### src/cpu_pkg.sv
package cpu_pkg;

    localparam int data_bits = 32;
    localparam int reg_bits  = 4;
    localparam int imm_bits  = 16;

    // Board I/O widths
    localparam int hex_bits  = 24;
    localparam int ledr_bits = 10;
    localparam int key_bits  = 4;
    localparam int sw_bits   = 10;

    localparam int imem_words = 4096;
    localparam int dmem_words = 4096;

    localparam logic [data_bits-1:0] start_pc  = 32'h100;
    localparam logic [data_bits-1:0] inst_size = 32'd4;

    // Memory-mapped I/O locations
    localparam logic [data_bits-1:0] addr_hex  = 32'hFFFFF000;
    localparam logic [data_bits-1:0] addr_ledr = 32'hFFFFF020;
    localparam logic [data_bits-1:0] addr_key  = 32'hFFFFF080;
    localparam logic [data_bits-1:0] addr_sw   = 32'hFFFFF090;
    localparam logic [hex_bits-1:0]  hex_reset = 24'hFEDEAD;

    localparam logic [5:0] op1_alur = 6'b000000;
    localparam logic [5:0] op1_beq  = 6'b001000;
    localparam logic [5:0] op1_blt  = 6'b001001;
    localparam logic [5:0] op1_ble  = 6'b001010;
    localparam logic [5:0] op1_bne  = 6'b001011;
    localparam logic [5:0] op1_jal  = 6'b001100;
    localparam logic [5:0] op1_lw   = 6'b010010;
    localparam logic [5:0] op1_sw   = 6'b011010;
    localparam logic [5:0] op1_addi = 6'b100000;
    localparam logic [5:0] op1_andi = 6'b100100;
    localparam logic [5:0] op1_ori  = 6'b100101;
    localparam logic [5:0] op1_xori = 6'b100110;

    // Secondary opcodes of ALUR
    localparam logic [7:0] op2_eq   = 8'b00001000;
    localparam logic [7:0] op2_lt   = 8'b00001001;
    localparam logic [7:0] op2_le   = 8'b00001010;
    localparam logic [7:0] op2_ne   = 8'b00001011;
    localparam logic [7:0] op2_add  = 8'b00100000;
    localparam logic [7:0] op2_and  = 8'b00100100;
    localparam logic [7:0] op2_or   = 8'b00100101;
    localparam logic [7:0] op2_xor  = 8'b00100110;
    localparam logic [7:0] op2_sub  = 8'b00101000;
    localparam logic [7:0] op2_nand = 8'b00101100;
    localparam logic [7:0] op2_nor  = 8'b00101101;
    localparam logic [7:0] op2_nxor = 8'b00101110;
    localparam logic [7:0] op2_rshf = 8'b00110000;
    localparam logic [7:0] op2_lshf = 8'b00110001;

    typedef enum logic [1:0] {
        wb_pc  = 2'd0,  // Link address for JAL
        wb_mem = 2'd1,
        wb_alu = 2'd2
    } wb_src_t;

    typedef struct packed {
        logic [5:0]          op1;
        logic [7:0]          op2;
        logic [5:0]          unused;
        logic [reg_bits-1:0] rd;
        logic [reg_bits-1:0] rs;
        logic [reg_bits-1:0] rt;
    } inst_r_t;

    typedef struct packed {
        logic [5:0]          op1;
        logic [1:0]          unused;
        logic [imm_bits-1:0] imm;
        logic [reg_bits-1:0] rs;
        logic [reg_bits-1:0] rt;
    } inst_i_t;

    // Same word seen as register form or immediate form
    typedef union packed {
        inst_r_t r;
        inst_i_t i;
    } inst_t;

    typedef struct packed {
        logic                 valid;
        inst_t                inst;
        logic [data_bits-1:0] pc_plus;
    } fe_id_t;

    typedef struct packed {
        logic                 valid;
        logic [5:0]           op1;
        logic [7:0]           op2;
        logic [data_bits-1:0] rs_val;
        logic [data_bits-1:0] rt_val;
        logic [data_bits-1:0] imm_sxt;
        logic [reg_bits-1:0]  dst;
        logic                 reg_we;
        logic                 mem_re;
        logic                 mem_we;
        wb_src_t              wb_src;
        logic [data_bits-1:0] pc_plus;
    } id_ex_t;

    typedef struct packed {
        logic [data_bits-1:0] alu_out;   // Also the memory address
        logic [data_bits-1:0] store_val;
        logic [reg_bits-1:0]  dst;
        logic                 reg_we;
        logic                 mem_re;
        logic                 mem_we;
        wb_src_t              wb_src;
        logic [data_bits-1:0] pc_plus;
    } ex_mem_t;

    typedef struct packed {
        logic                 we;
        logic [reg_bits-1:0]  addr;
        logic [data_bits-1:0] data;
    } reg_write_t;

    function automatic logic is_branch_op(input logic [5:0] op1);
        return op1 inside {op1_beq, op1_blt, op1_ble, op1_bne};
    endfunction

endpackage

### src/register_file.sv
module register_file import cpu_pkg::*; (
    input  logic                 clk,
    input  logic                 reset,
    input  logic [reg_bits-1:0]  rs,
    input  logic [reg_bits-1:0]  rt,
    output logic [data_bits-1:0] rs_val,
    output logic [data_bits-1:0] rt_val,
    input  reg_write_t           wb
);

    logic [data_bits-1:0] regs [2**reg_bits];

    // r0 is hardwired, same-cycle write is bypassed
    function automatic logic [data_bits-1:0] read_port(input logic [reg_bits-1:0] a);
        if (a == '0)
            return '0;
        if (wb.we && wb.addr == a)
            return wb.data;
        return regs[a];
    endfunction

    always_ff @(posedge clk or posedge reset) begin
        if (reset) begin
            for (int i = 0; i < 2**reg_bits; i++)
                regs[i] <= '0;
        end else if (wb.we && wb.addr != '0) begin
            regs[wb.addr] <= wb.data;
        end
    end

    always_comb begin
        rs_val = read_port(rs);
        rt_val = read_port(rt);
    end

endmodule

### src/decode_stage.sv
module decode_stage import cpu_pkg::*; (
    input  logic                 clk,
    input  logic                 reset,
    input  fe_id_t               fe_id,
    input  logic                 mispredict,
    input  ex_mem_t              ex_mem,
    input  reg_write_t           wb,
    output logic                 stall,
    output logic                 jal_taken,
    output logic [data_bits-1:0] jal_target,
    output id_ex_t               id_ex
);

    inst_t                inst;
    logic [5:0]           op1;
    logic [data_bits-1:0] rs_val;
    logic [data_bits-1:0] rt_val;
    logic [data_bits-1:0] imm_sxt;
    logic                 is_alur;
    logic                 is_jal;
    logic                 is_lw;
    logic                 is_sw;
    logic                 is_immop;
    logic                 reads_rt;
    logic                 rs_busy;
    logic                 rt_busy;
    id_ex_t               id_ex_d;

    // Register still owed by an older instruction
    function automatic logic pending(input logic [reg_bits-1:0] r);
        return r != '0 && ((id_ex.reg_we && id_ex.dst == r) ||
                           (ex_mem.reg_we && ex_mem.dst == r) ||
                           (wb.we && wb.addr == r));
    endfunction

    register_file u_regs (
        .clk    (clk),
        .reset  (reset),
        .rs     (inst.r.rs),
        .rt     (inst.r.rt),
        .rs_val (rs_val),
        .rt_val (rt_val),
        .wb     (wb)
    );

    assign inst    = fe_id.inst;
    assign op1     = inst.r.op1;
    assign imm_sxt = {{(data_bits-imm_bits){inst.i.imm[imm_bits-1]}}, inst.i.imm};

    assign is_alur  = op1 == op1_alur;
    assign is_jal   = op1 == op1_jal;
    assign is_lw    = op1 == op1_lw;
    assign is_sw    = op1 == op1_sw;
    assign is_immop = op1 inside {op1_addi, op1_andi, op1_ori, op1_xori};
    assign reads_rt = is_alur || is_branch_op(op1) || is_sw;  // rt is a source only here

    always_comb begin
        rs_busy = pending(inst.r.rs);
        rt_busy = reads_rt && pending(inst.r.rt);
    end

    assign stall      = fe_id.valid && (rs_busy || rt_busy);
    assign jal_taken  = fe_id.valid && is_jal && !stall && !mispredict;
    assign jal_target = rs_val + {imm_sxt[data_bits-3:0], 2'b00};

    always_comb begin
        id_ex_d.valid   = fe_id.valid;
        id_ex_d.op1     = op1;
        id_ex_d.op2     = inst.r.op2;
        id_ex_d.rs_val  = rs_val;
        id_ex_d.rt_val  = rt_val;
        id_ex_d.imm_sxt = imm_sxt;
        id_ex_d.dst     = is_alur ? inst.r.rd : inst.r.rt;
        id_ex_d.reg_we  = fe_id.valid && (is_alur || is_jal || is_lw || is_immop);
        id_ex_d.mem_re  = fe_id.valid && is_lw;
        id_ex_d.mem_we  = fe_id.valid && is_sw;
        id_ex_d.wb_src  = is_jal ? wb_pc : (is_lw ? wb_mem : wb_alu);
        id_ex_d.pc_plus = fe_id.pc_plus;
    end

    always_ff @(posedge clk or posedge reset) begin
        if (reset) begin
            id_ex <= '0;
        end else if (mispredict || stall) begin
            id_ex.valid  <= 1'b0;   // Bubble
            id_ex.reg_we <= 1'b0;
            id_ex.mem_re <= 1'b0;
            id_ex.mem_we <= 1'b0;
        end else begin
            id_ex <= id_ex_d;
        end
    end

endmodule

### config.mk
export PLATFORM = sky130hd
export DESIGN_NAME = decode_stage
export DESIGN_NICKNAME = d
export VERILOG_FILES = /design/src/cpu_pkg.sv /design/src/register_file.sv /design/src/decode_stage.sv
export SDC_FILE = /design/constraint.sdc
export NUM_CORES = 2
export LEC_CHECK = 0
export BUFFER_PORTS_ARGS = -buffer_cell sky130_fd_sc_hd__buf_2
export CORE_ASPECT_RATIO = 0.75
export CORE_MARGIN = 1
export CORE_UTILIZATION = 45
export CTS_CLUSTER_SIZE = 30
export DETAILED_ROUTE_END_ITERATION = 6
export SYNTH_ARGS = -nofsm -noshare
export SYNTH_HDL_FRONTEND = slang
export SYNTH_HIERARCHICAL = 1
export SYNTH_SLANG_ARGS = --single-unit
export TNS_END_PERCENT = 10
### constraint.sdc
create_clock -name clk -period 55.7 [get_ports clk]
set_input_delay 13.925 -clock clk [delete_from_list [all_inputs] [get_ports clk]]
set_output_delay 13.925 -clock clk [all_outputs]
set_load 0.01 [all_outputs]
==> run_results.csv <==
group,metric,value,unit
place,port_buffers,295,
logic_synthesis,ys_ff_latch,642,
clocking,cts_setup_buffers,0,
routing,drtIter0Drc,1714,
logic_synthesis,netlist_instances,2450,
timing,max-slew-margin-rel,31.1,%
floorplan,die-area,0.0792,sq mm
clocking,ctsHoldBuffers,0,
run_status,status,"complete, no violations",
timing,layout_min_cycle_time,33.28,ns
routing,num_vias,22424,
critical_path,ff2ff_setup_slack,52.60,ns
grt,grt_pass1_vias,23470,
logic_synthesis,synthFlopType,"dfrtp_1",
routing,ant_nets,0,
hold_path,hold_end,"u_regs/regs[480]",
job,cap_violations,0,
place,dp_slack,22.58,ns
clocking,path_clk_slew,0.06,ns
clocking,cts.sinks,642,
critical_path,r2r_end,"id_ex[46]",
routing,dr.pass1.iters,5,
critical_path,cpPeakStageDelay,0.76,ns
layout,final_cell_mix,"dfrtp_1, mux2_2, buf_2, mux4_2, mux2i_1",
logic_synthesis,synth_top_area_share,45.8,%
grt,grt_usage,25.4,%
grt,grt_pass1_wl,152,mm
layout,final_cells,3675,
floorplan,row_count,88,
logic_synthesis,synth_top_cell_by_area,"dfrtp_1",
routing,totalWireLength,99.3,mm
grt,overflow,0,
critical_path,cp_max_fo,51,
timing,min_period_over_period,59.7,%
power,power,1.53,mW
logic_synthesis,synth.distinct_cells,65,
critical_path,r2r_start,"id_ex[38]",
power,p_per_area,39.0,mW/mm^2
routing,wl_per_cell,27.0,um
critical_path,crit_arrival,19.35,ns
timing,hold_viol,0,
critical_path,startpoint_type,"primary input",
clocking,clockRootBuffer,"clkbuf_16",
clocking,cts_tree,"yes",
timing,timing.final.ws_setup,22.42,ns
layout,area_growth,11.7,%
logic_synthesis,netlist_area,0.0351,sq mm
timing,worstMarginPinSlew,1.03,ns
logic_synthesis,synthTopCellsByArea,"dfrtp_1, mux4_2, mux2_2",
routing,vias_per_cell,6.10,
hold_path,hp-start,"u_regs/regs[480]",
logic_synthesis,synth-seq-area-share,45.8,%
hold_path,hp-class,"register to register",
layout,multi_input_area,0.0177,sq mm
layout,final_common_cell,"dfrtp_1",
routing,drc,0,
floorplan,pin_count,396,
logic_synthesis,syn-mean-instance-area,14.3,sq um
place,place_inst,3558,
layout,fillerInstances,6498,
floorplan,initial_utilization,45.6,%
floorplan,die_h,244,um
layout,nNetsFinal,2835,
timing,grt_setup_unrepaired,"false",
power,peakVddDrop,0.0213,mV
place,dpl.hpwl,59.8,mm
floorplan,die_x,325,um
clocking,insertion_delay,0.61,ns
clocking,cts_buffers,70,
timing,finalClockSkew,0.0190,ns
floorplan,core_area,0.0771,sq mm
logic_synthesis,synth_nets,2690,
grt,grt_antenna_before_repair,6,
critical_path,worstSetupEndpointType,"output pin",
critical_path,critical_path_class,"primary input to output pin",
clocking,htreeDepth,3,
grt,grt_max_degree,117,
place,gp_congestion,0.891,
critical_path,ff2ff_path_depth,7,
logic_synthesis,synth-edff-count,0,
power,p_leak,17.1,nW
clocking,post_cts_resized,0,
layout,layout-drive-gt1-share,45.5,%
critical_path,cpMaxStageDelayCell,"buf_4",
critical_path,crit_required,41.78,ns
timing,fmax,30.1,MHz
critical_path,crit_chain,"buf_6 -> buf_4 -> buf_4 -> mux4_2 -> mux2i_1 -> mux2i_1 -> a22o_1 -> ha_1 -> nand4_1 -> nor3_1 -> o2111ai_1 -> nand4_1 -> a211oi_1 -> a211oi_1 -> buf_2",
logic_synthesis,synthArstFlopShare,100,%
timing,finalSetupTns,0,ns
layout,register_area,0.0161,sq mm
timing,slew_viol_final,0,
clocking,cts.path.max_buffers,3,
logic_synthesis,ys.warnings.count,6,
timing,finalSetupViolations,0,
hold_path,hold_depth,0,
-- worst max-delay path, delay by kind of cell --
kind / cells / cell delay (ns)
multiplexers: 3 / 0.88
adder cells (fa/ha/maj): 1 / 0.50
AO/OA/AOI/OAI: 4 / 1.02
AND/OR/NAND/NOR: 3 / 0.82
buffers and inverters: 4 / 2.10
-- worst max path at each step --
stage	start	end	slack, ns
after CTS	fe_id[38]	jal_target[31]	22.58
after floorplan	fe_id[36]	jal_target[31]	24.70
after detailed placement	fe_id[38]	jal_target[31]	22.58
final	fe_id[38]	jal_target[31]	22.42
after global placement	fe_id[38]	jal_target[31]	22.58
after global routing	fe_id[38]	jal_target[29]	22.32
-- cell families after synthesis --
group                    after synthesis  share of synthesized area, %
AO/OA/AOI/OAI                        178                          3.85
XOR/XNOR                              53                          1.32
buffers and inverters                281                          4.25
multiplexers                         995                          39.6
adder cells (fa/ha/maj)               30                          1.09
AND/OR/NAND/NOR                      271                          4.09
flip-flops                           642                          45.8
-- metrics by stage --
stage / hold slack, ns / instance area [sq um] / util (%)
after floorplan: 0.441 / 35100 / -
after global placement: 0.376 / 36900 / 47.9
after detailed placement: 0.383 / 36900 / 47.9
after CTS: 0.396 / 39200 / 50.9
after global routing: 0.410 / 39200 / 50.9
final: 0.392 / 39200 / 50.9
-- report_power, final --
part | switching [mW] | internal [mW]
Sequential | 0.0692 | 0.568
Clock | 0.191 | 0.278
Combinational | 0.199 | 0.224
Total | 0.460 | 1.07
-- per-layer routing --
metal	track usage [%]	routed length, um	up-vias
met1	35.1	43500	11998
met5	0	38	-
met3	5.42	6490	142
met2	40.9	47100	741
li1	-	-	9537
met4	6.28	2220	6
-- synthesized netlist by cell type (22+ instances only) --
cell and instances:
mux2_1 132, mux2_2 473, nand2_1 95, a21oi_1 34, clkbuf_1 91, mux4_2 256, buf_2 114, mux2i_1 134
o21ai_0 23, a22o_1 34, ha_1 29, buf_4 33, nand2b_1 40, dfrtp_1 642, xnor2_1 22, a32o_1 31
nand3b_1 33, xor2_1 31, nor2_1 25
-- flip-flops by register name, indices dropped and copies added, names as in the netlist --
register and flops:
u_regs/regs 512, id_ex 130
-- area by class of cell --
type	count	share of cell area [%]
multi-input combinational	1527	45.1
sequential	642	41.0
clock buffer	100	5.32
timing repair buffer	336	4.65
tap	1035	3.30
clock inverter	16	0.491
inverter	18	0.204
antenna	1	0.00638
No activity file was read; power rests on OpenSTA's default activity.
